--- src/iq_cfg.svh ---
// Size and sequence-length macros for the issue queue allocator
// Include in any package or module that sizes its storage from them

`ifndef IQ_CFG_SVH
`define IQ_CFG_SVH

// Number of issue queue entries, a power of two
`define IQ_ENTRY_NUM 8

// Indices pushed back to the free list per sweep cycle
`define IQ_RETURN_WIDTH 2

// Cycles spent re-initializing the free list on commit-time recovery
`define IQ_RESET_CYCLE 4

// Active list depth
`define AL_ENTRY_NUM 16

// Width of one payload word
`define IQ_PAYLOAD_BITS 24

`endif
--- src/recoveryPkg.sv ---
// Active-list pointer type and the selective flush range check
// Used by the ownership table to decide which entries a recovery squashes

`include "iq_cfg.svh"

package recoveryPkg;

    typedef logic [$clog2(`AL_ENTRY_NUM)-1:0] alPtrT;

    // Circular half-open range [head, tail); empty when head equals tail
    function automatic logic inFlushRange(alPtrT ptr, alPtrT head, alPtrT tail);
        logic hit;
        if (head == tail) begin
            hit = 1'b0;
        end else if (head < tail) begin
            hit = (ptr >= head) && (ptr < tail);
        end else begin
            // Range wraps past the last active-list slot
            hit = (ptr >= head) || (ptr < tail);
        end
        return hit;
    endfunction

endpackage

--- src/iqTypesPkg.sv ---
// Entry index, count and payload types of the issue queue
// The payload word is stored once and read either as an integer or a memory op

`include "iq_cfg.svh"

package iqTypesPkg;

    typedef logic [$clog2(`IQ_ENTRY_NUM)-1:0] iqIndexT;
    typedef logic [$clog2(`IQ_ENTRY_NUM):0] iqCountT;

    localparam int regBits = 5;
    localparam int opcodeBits = `IQ_PAYLOAD_BITS - 1 - 3 * regBits;
    localparam int offsetBits = `IQ_PAYLOAD_BITS - 2 - regBits;

    // Kind bit on top, 0 for integer ops
    typedef struct packed {
        logic isMem;
        logic [opcodeBits-1:0] opcode;
        logic [regBits-1:0] dst;
        logic [regBits-1:0] srcA;
        logic [regBits-1:0] srcB;
    } intPayloadT;

    // Kind bit on top, 1 for memory ops
    typedef struct packed {
        logic isMem;
        logic isStore;
        logic [regBits-1:0] base;
        logic [offsetBits-1:0] offset;
    } memPayloadT;

    // Reader picks the view from the shared kind bit
    typedef union packed {
        intPayloadT intOp;
        memPayloadT memOp;
    } payloadT;

endpackage

--- src/iqIfs.sv ---
// Interfaces between the recovery sequencer and its two helpers
// freeListIf carries re-init and return pushes, returnIf runs the sweep counter

`timescale 1ns/1ps

`include "iq_cfg.svh"

interface freeListIf;
    import iqTypesPkg::*;

    logic init;
    logic [`IQ_RETURN_WIDTH-1:0] retPush;
    iqIndexT retPtr [`IQ_RETURN_WIDTH];
    iqCountT count;

    modport sequencer (
        output init,
        output retPush,
        output retPtr
    );

    modport freeList (
        input init,
        input retPush,
        input retPtr,
        output count
    );
endinterface

interface returnIf;
    import iqTypesPkg::*;

    // Phase control from the sequencer
    logic start;
    iqCountT phaseLen;

    // Progress back from the counter
    iqIndexT offset;
    logic last;

    modport sequencer (
        output start,
        output phaseLen,
        input offset,
        input last
    );

    modport counter (
        input start,
        input phaseLen,
        output offset,
        output last
    );
endinterface

--- src/issueQueue.sv ---
// Top level of the issue queue allocator and payload store
// Dispatch allocates and writes entries, issue releases them, recovery
// flushes entries by active-list range and hands them back to the free list

`timescale 1ns/1ps

`include "iq_cfg.svh"

module issueQueue (
    input logic clk,
    input logic rstN,
    input logic allocate,
    output logic allocatable,
    output iqTypesPkg::iqIndexT allocatedPtr,
    output iqTypesPkg::iqCountT freeCount,
    input logic write,
    input iqTypesPkg::iqIndexT writePtr,
    input iqTypesPkg::payloadT writeData,
    input recoveryPkg::alPtrT writeAlPtr,
    input iqTypesPkg::iqIndexT readPtr,
    output iqTypesPkg::payloadT readData,
    input logic releaseEntry,
    input iqTypesPkg::iqIndexT releasePtr,
    input iqTypesPkg::iqIndexT selectedPtr,
    output recoveryPkg::alPtrT selectedAlPtr,
    input logic recover,
    input logic recoverFromRw,
    input logic flushAll,
    input recoveryPkg::alPtrT flushHead,
    input recoveryPkg::alPtrT flushTail,
    output logic [`IQ_ENTRY_NUM-1:0] flushVector,
    output logic returning
);
    freeListIf flIf ();
    returnIf swIf ();

    // Blocked while the free list refills
    assign allocatable = !flIf.init && (flIf.count != '0);
    assign freeCount = flIf.count;

    entryFreeList u_entryFreeList (
        .clk(clk),
        .rstN(rstN),
        .allocate(allocate),
        .allocatedPtr(allocatedPtr),
        .releaseEntry(releaseEntry),
        .releasePtr(releasePtr),
        .fl(flIf.freeList)
    );

    payloadRam u_payloadRam (
        .clk(clk),
        .write(write),
        .writePtr(writePtr),
        .writeData(writeData),
        .readPtr(readPtr),
        .readData(readData)
    );

    flushDetector u_flushDetector (
        .clk(clk),
        .rstN(rstN),
        .write(write),
        .writePtr(writePtr),
        .writeAlPtr(writeAlPtr),
        .releaseEntry(releaseEntry),
        .releasePtr(releasePtr),
        .recover(recover),
        .flushAll(flushAll),
        .flushHead(flushHead),
        .flushTail(flushTail),
        .selectedPtr(selectedPtr),
        .selectedAlPtr(selectedAlPtr),
        .flushVector(flushVector)
    );

    recoverySequencer u_recoverySequencer (
        .clk(clk),
        .rstN(rstN),
        .recover(recover),
        .recoverFromRw(recoverFromRw),
        .flushVector(flushVector),
        .returning(returning),
        .fl(flIf.sequencer),
        .sweep(swIf.sequencer)
    );

    returnSweepCounter u_returnSweepCounter (
        .clk(clk),
        .rstN(rstN),
        .sw(swIf.counter)
    );

endmodule

--- src/recoverySequencer.sv ---
// Recovery FSM of the issue queue allocator
// Commit-time recovery re-initializes the free list, read-stage recovery
// keeps the flush vector and sweeps it back into the free list

`timescale 1ns/1ps

`include "iq_cfg.svh"

module recoverySequencer (
    input logic clk,
    input logic rstN,
    input logic recover,
    input logic recoverFromRw,
    input logic [`IQ_ENTRY_NUM-1:0] flushVector,
    output logic returning,
    freeListIf.sequencer fl,
    returnIf.sequencer sweep
);
    import iqTypesPkg::*;

    typedef enum logic [1:0] {
        stIdle,
        stReinit,
        stSweep
    } stateT;

    stateT state;
    logic [`IQ_ENTRY_NUM-1:0] savedFlush;

    // A new recovery restarts from any state
    always_ff @(posedge clk or negedge rstN) begin
        if (!rstN) begin
            state <= stIdle;
        end else if (recover) begin
            state <= recoverFromRw ? stSweep : stReinit;
        end else if (state != stIdle && sweep.last) begin
            state <= stIdle;
        end
    end

    always_ff @(posedge clk) begin
        if (recover && recoverFromRw) begin
            savedFlush <= flushVector;
        end
    end

    always_comb begin
        iqIndexT lanePtr;
        sweep.start = recover;
        case (state)
            stReinit: sweep.phaseLen = iqCountT'(`IQ_RESET_CYCLE);
            stSweep:  sweep.phaseLen = iqCountT'(`IQ_ENTRY_NUM / `IQ_RETURN_WIDTH);
            default:  sweep.phaseLen = iqCountT'(1);
        endcase
        fl.init = (state == stReinit);
        for (int i = 0; i < `IQ_RETURN_WIDTH; i++) begin
            lanePtr = iqIndexT'(sweep.offset + i);
            fl.retPtr[i] = lanePtr;
            fl.retPush[i] = (state == stSweep) && savedFlush[lanePtr];
        end
        returning = (state != stIdle);
    end

    assert property (@(posedge clk) disable iff (!rstN)
        !(fl.init && (|fl.retPush)));

endmodule

--- src/returnSweepCounter.sv ---
// Cycle counter shared by both recovery sequences
// Cleared by start, stops on the last cycle of the phase

`timescale 1ns/1ps

`include "iq_cfg.svh"

module returnSweepCounter (
    input logic clk,
    input logic rstN,
    returnIf.counter sw
);
    import iqTypesPkg::*;

    iqCountT cycleCnt;

    always_ff @(posedge clk or negedge rstN) begin
        if (!rstN) begin
            cycleCnt <= '0;
        end else if (sw.start) begin
            cycleCnt <= '0;
        end else if (!sw.last) begin
            cycleCnt <= cycleCnt + 1'b1;
        end
    end

    always_comb begin
        sw.last = (iqCountT'(cycleCnt + 1'b1) >= sw.phaseLen);
        // First entry index covered by this cycle's return lanes
        sw.offset = iqIndexT'(cycleCnt * `IQ_RETURN_WIDTH);
    end

endmodule

--- src/flushDetector.sv ---
// Ownership table holding the active-list pointer and occupied bit per entry
// Produces the flush vector for a recovery and the pointer of the selected entry

`timescale 1ns/1ps

`include "iq_cfg.svh"

module flushDetector (
    input logic clk,
    input logic rstN,
    input logic write,
    input iqTypesPkg::iqIndexT writePtr,
    input recoveryPkg::alPtrT writeAlPtr,
    input logic releaseEntry,
    input iqTypesPkg::iqIndexT releasePtr,
    input logic recover,
    input logic flushAll,
    input recoveryPkg::alPtrT flushHead,
    input recoveryPkg::alPtrT flushTail,
    input iqTypesPkg::iqIndexT selectedPtr,
    output recoveryPkg::alPtrT selectedAlPtr,
    output logic [`IQ_ENTRY_NUM-1:0] flushVector
);
    import iqTypesPkg::*;
    import recoveryPkg::*;

    alPtrT alPtrReg [`IQ_ENTRY_NUM];
    logic [`IQ_ENTRY_NUM-1:0] occupied;

    always_ff @(posedge clk) begin
        if (write) begin
            alPtrReg[writePtr] <= writeAlPtr;
        end
    end

    always_ff @(posedge clk or negedge rstN) begin
        if (!rstN) begin
            occupied <= '0;
        end else begin
            occupied <= (occupied
                & ~(`IQ_ENTRY_NUM'(releaseEntry) << releasePtr)
                | (`IQ_ENTRY_NUM'(write) << writePtr))
                & ~flushVector;
        end
    end

    always_comb begin
        for (int i = 0; i < `IQ_ENTRY_NUM; i++) begin
            flushVector[i] = recover && occupied[i]
                && (flushAll || inFlushRange(alPtrReg[i], flushHead, flushTail));
        end
        // Entry dispatched this cycle is judged on its incoming pointer
        if (write) begin
            flushVector[writePtr] = recover
                && (flushAll || inFlushRange(writeAlPtr, flushHead, flushTail));
        end
    end

    // For squashing wakeups of flushed ops
    assign selectedAlPtr = alPtrReg[selectedPtr];

endmodule

--- src/payloadRam.sv ---
// Payload store of the issue queue, one word per entry
// Written at dispatch, read combinationally by select in the same cycle as the pointer

`timescale 1ns/1ps

`include "iq_cfg.svh"

module payloadRam (
    input logic clk,
    input logic write,
    input iqTypesPkg::iqIndexT writePtr,
    input iqTypesPkg::payloadT writeData,
    input iqTypesPkg::iqIndexT readPtr,
    output iqTypesPkg::payloadT readData
);
    import iqTypesPkg::*;

    payloadT mem [`IQ_ENTRY_NUM];

    always_ff @(posedge clk) begin
        if (write) begin
            mem[writePtr] <= writeData;
        end
    end

    // No read latency
    assign readData = mem[readPtr];

    // Select needs a known kind bit in every written word to pick its view
    assert property (@(posedge clk)
        write |-> !$isunknown(writeData.memOp.isMem));

endmodule

--- src/entryFreeList.sv ---
// Circular FIFO of free issue queue entry indices
// One pop per cycle for dispatch; release and return lanes push in lane order
// init from the sequencer refills it with 0..N-1 like a reset

`timescale 1ns/1ps

`include "iq_cfg.svh"

module entryFreeList (
    input logic clk,
    input logic rstN,
    input logic allocate,
    output iqTypesPkg::iqIndexT allocatedPtr,
    input logic releaseEntry,
    input iqTypesPkg::iqIndexT releasePtr,
    freeListIf.freeList fl
);
    import iqTypesPkg::*;

    // Ordinary release on lane 0, recovery returns after it
    localparam int pushLanes = 1 + `IQ_RETURN_WIDTH;

    iqIndexT mem [`IQ_ENTRY_NUM];
    iqIndexT head;
    iqIndexT tail;
    iqCountT count;
    logic doPop;
    logic [pushLanes-1:0] pushEn;
    iqIndexT pushData [pushLanes];
    iqIndexT pushSlot [pushLanes];
    iqCountT pushCnt;

    always_comb begin
        doPop = allocate && !fl.init && (count != '0);
        pushEn[0] = releaseEntry;
        pushData[0] = releasePtr;
        for (int i = 0; i < `IQ_RETURN_WIDTH; i++) begin
            pushEn[i+1] = fl.retPush[i];
            pushData[i+1] = fl.retPtr[i];
        end
        // Compact active lanes onto consecutive tail slots
        pushCnt = '0;
        for (int i = 0; i < pushLanes; i++) begin
            pushSlot[i] = iqIndexT'(tail + pushCnt);
            pushCnt = pushCnt + iqCountT'(pushEn[i]);
        end
    end

    always_ff @(posedge clk or negedge rstN) begin
        if (!rstN) begin
            head <= '0;
            tail <= '0;
            count <= iqCountT'(`IQ_ENTRY_NUM);
            for (int i = 0; i < `IQ_ENTRY_NUM; i++) begin
                mem[i] <= iqIndexT'(i);
            end
        end else if (fl.init) begin
            head <= '0;
            tail <= '0;
            count <= iqCountT'(`IQ_ENTRY_NUM);
            for (int i = 0; i < `IQ_ENTRY_NUM; i++) begin
                mem[i] <= iqIndexT'(i);
            end
        end else begin
            for (int i = 0; i < pushLanes; i++) begin
                if (pushEn[i]) begin
                    mem[pushSlot[i]] <= pushData[i];
                end
            end
            if (doPop) begin
                head <= iqIndexT'(head + 1'b1);
            end
            tail <= iqIndexT'(tail + pushCnt);
            count <= count + pushCnt - iqCountT'(doPop);
        end
    end

    assign allocatedPtr = mem[head];
    assign fl.count = count;

    // An empty list has its head caught up with the tail
    assert property (@(posedge clk) disable iff (!rstN)
        (count == '0) |-> (head == tail));

    // Returns and releases never push more entries than exist
    assert property (@(posedge clk) disable iff (!rstN)
        count <= iqCountT'(`IQ_ENTRY_NUM));

endmodule

--- config.mk ---
export PLATFORM = sky130hd
export DESIGN_NAME = issueQueue
export DESIGN_NICKNAME = d
export VERILOG_FILES = /design/src/recoveryPkg.sv /design/src/iqTypesPkg.sv /design/src/iqIfs.sv /design/src/issueQueue.sv /design/src/recoverySequencer.sv /design/src/returnSweepCounter.sv /design/src/flushDetector.sv /design/src/payloadRam.sv /design/src/entryFreeList.sv
export VERILOG_INCLUDE_DIRS = /design/src
export SDC_FILE = /design/constraint.sdc
export NUM_CORES = 1
export LEC_CHECK = 0
export BUFFER_PORTS_ARGS = -buffer_cell sky130_fd_sc_hd__buf_2
export CORE_MARGIN = 5
export CORE_UTILIZATION = 50
export DETAILED_ROUTE_END_ITERATION = 12
export PLACE_DENSITY = 0.69
export SLEW_MARGIN = 20
export SYNTH_ARGS = -nofsm -noshare
export SYNTH_HDL_FRONTEND = slang
export SYNTH_HIERARCHICAL = 1
export SYNTH_SLANG_ARGS = --single-unit
--- constraint.sdc ---
create_clock -name clk -period 4.6 [get_ports clk]
set_input_delay 0.92 -clock clk [delete_from_list [all_inputs] [get_ports clk]]
set_output_delay 0.92 -clock clk [all_outputs]
set_load 0.005 [all_outputs]
# [Yosys cells after proc, flatten, opt, wreduce, memory -nomap -nowiden]
# Memory sizes are Yosys's and may differ from the RTL's.
# Cells that the tools add are included.
[word_totals] regBits=56 out_inout_bits=45 memories=2 ramBits=224
[classes] n_reduce_logical=61 muxes=57 n_eq_ne=4 magnitude_cmp=31 shifts=2 add_sub_neg=10 bitwise=9
[memory_table] name="u_payloadRam.mem" depth=8 word_bits=24 rd=1 rd_ports_with_merged_regs=0 write_ports=1 line="payloadRam.sv:18" text="payloadT mem [`IQ_ENTRY_NUM];"
[memory_table] name="u_flushDetector.alPtrReg" depth=8 word_bits=4 rd=9 rd_ports_with_merged_regs=0 write_ports=1 line="flushDetector.sv:27" text="alPtrT alPtrReg [`IQ_ENTRY_NUM];"
[op_table] operator="24-bit two-way mux" n=6
[op_table] operator="24-bit bitwise mux" n=3
[op_table] operator="4-bit < comparator" n=10
[op_table] operator="1-bit logical AND" n=37
[op_table] operator="4-bit >= comparator" n=9
[op_table] operator="3-bit demux with 3-bit select" n=3
[op_table] operator="3-bit two-way mux" n=9
[op_table] operator="1-bit two-way mux" n=24
[op_table] operator="1-bit logical OR" n=18
[op_table] operator="8-bit bitwise AND" n=2
[op_table] operator="4-bit >= comparator, second input constant" n=4
[op_table] operator="3-bit inverter with 4-bit output" n=4
[op_table] operator="8-bit inverter" n=2
[op_table] operator="1-bit by 3-bit left shift with 8-bit output" n=2
[op_table] operator="3-bit by 4-bit < comparator with 1-bit output, second input constant" n=3
[op_table] operator="4-bit by 1-bit < comparator with 1-bit output, second input constant" n=3
[op_table] operator="4-bit two-way mux" n=3
[op_table] operator="3-bit binary-select mux with 3-bit select" n=1
[op_table] operator="8-bit bitwise mux" n=1
[op_table] operator="8-bit two-way mux" n=1
[op_table] operator="8-bit OR" n=1
[op_table] operator="3-bit by 1-bit adder with 3-bit output, second input constant" n=2
[op_table] operator="3-bit adder" n=2
[op_table] operator="2-bit two-way mux" n=3
[op_table] operator="other kinds (19)" n=21

# [Logic depth before layout (Yosys ltp)]
[depth] word_depth=14 mapped_depth=14 ltp_nobuf=14

# [Hierarchy]
# Netlist, hierarchy kept.
[modules_own_cells] mod="payloadRam" seq_area_each_um2=5765.5 area_per_inst_um2=7317.0 instances=1 cells_each=290
[modules_own_cells] mod="flushDetector" seq_area_each_um2=1161.1 area_per_inst_um2=3459.6 instances=1 cells_each=332
[modules_own_cells] mod="entryFreeList" seq_area_each_um2=867.1 area_per_inst_um2=2573.7 instances=1 cells_each=241
[modules_own_cells] mod="recoverySequencer" seq_area_each_um2=290.3 area_per_inst_um2=579.3 instances=1 cells_each=43
[modules_own_cells] mod="returnSweepCounter" seq_area_each_um2=100.1 area_per_inst_um2=327.8 instances=1 cells_each=33
[modules_own_cells] mod="issueQueue" seq_area_each_um2=0.0 area_per_inst_um2=10.0 instances=1 cells_each=2

# [Worst setup path before layout]
# Ideal clock, no wire load.
[synth_path] path_type="input -> output" startpoint="input flushTail[3]" endpoint="output flushVector[3]" setup_slack_ps=1052 required_time_ps=3680 cell_stages=7 path_buffers=0 t_arrival_ps=2628 path_cell_list="inv_1 ha_1 a21oi_1 o21ai_1 maj3_1 and4b_1 a211o_1"
[synth_via] elab_chain_cells=9 word_cells_on_any_way=19
[synth_lines] element="start: declaration" line="issueQueue.sv:30" text="input recoveryPkg::alPtrT flushTail,"
[synth_lines] element="4-bit < comparator" line="recoveryPkg.sv:16, recoveryPkg.sv:19"
[synth_lines] element="1-bit logical OR / 1-bit logical AND (equally long branches)" line="recoveryPkg.sv:19, recoveryPkg.sv:16"
[synth_lines] element="1-bit two-way mux" line="recoveryPkg.sv:15" text="end else if (head < tail) begin"
[synth_lines] element="1-bit two-way mux" line="recoveryPkg.sv:13" text="if (head == tail) begin"
[synth_lines] element="1-bit two-way mux" line="flushDetector.sv:53" text="if (write) begin"
[synth_lines] element="1-bit logical OR" line="flushDetector.sv:55" text="&& (flushAll || inFlushRange(writeAlPtr, flushHead, flushTail));"
[synth_lines] element="1-bit logical AND" line="flushDetector.sv:55"
[synth_lines] element="8-bit bitwise mux" line="flushDetector.sv:54" text="flushVector[writePtr] = recover"
[synth_lines] element="8-bit two-way mux *" line="flushDetector.sv:53"
[synth_lines] element="end: declaration" line="issueQueue.sv:31" text="output logic [`IQ_ENTRY_NUM-1:0] flushVector,"
# Mark *: on every way between the ends. The rest lies on a longest branch, timed or not. The select of a mux whose other input is x is not followed.

# [Worst setup path after layout]
[layout_path] startpoint="input flushTail[1]" endpoint="output flushVector[1]"
# The elaborated chain is that of the path after synthesis.

==> impl_metrics.ini <==
[synth]
synth-main-ff-cell = edfxtp_1
syn_area_sq_mm = 0.0143
ys_types = 70
yosys_warnings = 6
synthTopCellsByArea = edfxtp_1 (49%), mux4_2 (10%), ha_1 (7.9%)
synthArstFlopShare = 0.171
ys_seq_elements = 280
synth_seq_area_share = 0.574
yosysTopAreaCell = edfxtp_1
yosysTopAreaCellShare = 0.488
synth_edf_count = 232
syn_inst = 941
syn_area_per_cell_sq_um = 15.2

[finish]
drive_above_1_share = 0.281
num-fill-cells = 2235
multiInputGateArea_sq_mm = 0.00574
regArea_sq_mm = 0.00818
nets = 1214
layout_commonest_cell = edfxtp_1
diodes = 0
final_cell_mix = edfxtp_1 (232), buf_2 (99), ha_1 (90)
synthToLayoutAreaGrowth_pct = 14.1

[floorplan]
start_util = 0.509
die_x_microns = 179
pin_count = 101
fp.dieH_microns = 179
core_area_sq_mm = 0.0280
rows = 61
dieArea_sq_mm = 0.0320

[drt]
routed_wirelength_mm = 31.9
initialDrtViolationCount = 740
wl_per_cell_microns = 21.8
first_pass_iters = 5
antenna_left = 0
via_count = 8566
viasPerCell = 5.85
drc_errors = 0

[pwr]
p_per_area_mw_per_mm2 = 439
vdd_drop_max_mv = 0.287
cellLeakagePower_nw = 6.20

[clocking]
clk_transition_reported_paths_ns = 0.05
cts_max_level = 1
cts_resized = 0
root_buffer = clkbuf_16
cts_sinks = 280
cts_setup_buffers = 0
cts_tree = yes
cts_hold_buf = 0
worstSkewPairLatency_ns = 0.57
cts_buffer_depth = 3
cts_made_buffers = 30

[run]
drv_cap = 0

[timing]
fin_crit_ns = 4.18
max-slew-margin-rel = 0.426
fin_ws_ns = 0.418
skew_ns = 0.0158
setup_viol = 0
min_period_over_period = 0.909
finalSetupTns_ns = 0
drv_slew = 0
rsz0062_at_grt = false
whs_ns = 0.485
tightestPinTransition_ns = 0.860
fmax_ghz = 0.239
final_hold_viol_count = 0

[placed_design]
pre_cts_slack_ns = 0.422
hpwl_mm = 20.8
port_buffers = 100
place_congestion = 0.840

[worst_setup_path]
crit_path_end_kind = primary output
worstSetupStartpoint = flushTail[1]
cp.required_ns = 3.68
startpoint_type = input pin
worst-path-max-fanout = 12
worstPathArrival_ns = 3.26
criticalPathCategory = input pin to primary output
r2r_start = u_returnSweepCounter/cycleCnt[1]$_DFFE_PN0P_

[grt]
gr-total-overflow = 0
grt_use_total = 0.203
grt_pass1_wl_mm = 50.1
grt_pass1_vias = 8773
antenna_found_initial = 4
grt_max_degree = 49

[outcome]
outcome = finished, final reports clean

[min_path]
worstHoldPathType = input pin to async pin
per-layer routing:
layer  part of all wire  track usage  routed length [microns]
met3              0.058       0.0346                     1850
met4              0.025       0.0560                      782
met5             0.0016            0                       52
met2               0.49        0.337                    15500
met1               0.43        0.279                    13700
layout make-up:
type                       instances  share of cell area
sequential                       280               0.503
multi-input combinational        590               0.353
clock buffer                      34              0.0470
timing repair buffer             124              0.0435
tap                              378              0.0291
clock inverter                    21              0.0161
inverter                          38             0.00876
where the power goes:
| group | switching [W] | internal [W] | total, W |
|---|---|---|---|
| Clock | 0.000983 | 0.00148 | 0.00246 |
| Combinational | 0.000746 | 0.000732 | 0.00148 |
| Sequential | 0.000204 | 0.00299 | 0.00319 |
per-stage QoR:
stage | utilization | total power, W | cells | instance area [sq um]
floorplan | - | 0.00428 | 942 | 14300
global placement | 0.544 | 0.00467 | 1410 | 15200
detailed placement | 0.544 | 0.00472 | 1410 | 15200
CTS | 0.581 | 0.00721 | 1465 | 16300
global route | 0.581 | 0.00751 | 1465 | 16300
finish | 0.581 | 0.00714 | 1465 | 16300
Yosys cell counts, types with 18 or more instances:
cell type  count
a21oi_1       44
dfrtp_1       35
edfxtp_1     232
ha_1          90
inv_1         38
mux2_2        25
mux2i_1       27
mux4_2        64
nand2_1       29
nand2b_1      23
nor2_1        53
nor3_1        24
o21ai_0       18
final timing paths:
check	to	slack, ns	cells after the start
hold / removal	u_returnSweepCounter/cycleCnt[3]$_DFFE_PN0P_	0.48	2
setup / recovery	flushVector[1]	0.42	9
max in group asynchronous	u_entryFreeList/head[2]$_DFFE_PN0P_	3.68	2
setup reg to reg	u_entryFreeList/fl.count[1]$_DFF_PN0_	0.95	10
hold reg to reg	u_recoverySequencer/state[0]$_DFFE_PN0P_	0.57	2
min in group clk	u_recoverySequencer/state[0]$_DFFE_PN0P_	0.57	2
sequential cells by signal (all words and copies together), names as in the netlist:
name / cells
u_entryFreeList/fl.count: 4
u_recoverySequencer/state: 2
u_entryFreeList/head: 3
u_flushDetector/occupied: 8
u_flushDetector/alPtrReg: 32
u_entryFreeList/tail: 3
u_payloadRam/mem: 192
u_entryFreeList/mem: 24
u_returnSweepCounter/cycleCnt: 4
u_recoverySequencer/savedFlush: 8
critical path: stages:
cell and delay [ns]:
buf_2 0.09, inv_1 0.34, ha_1 0.33, a2111oi_2 0.31
nor3_1 0.11, maj3_2 0.39, a21oi_4 0.37, o2bb2ai_1 0.22
buf_2 0.17
cells by family (layout without fill, tap and decap cells):
logic type      count (synthesis)  in the layout  synth area share
xor+xnor                       16             16           0.00982
mux                           136            136             0.161
compound gates                128            128            0.0611
fa+ha+maj                     102            102            0.0902
simple gates                  205            205            0.0779
flops                         280            280             0.574
other cells                     2              3          0.000526
buf+inv                        72            217            0.0260
Power figures use the tool's default switching activity.
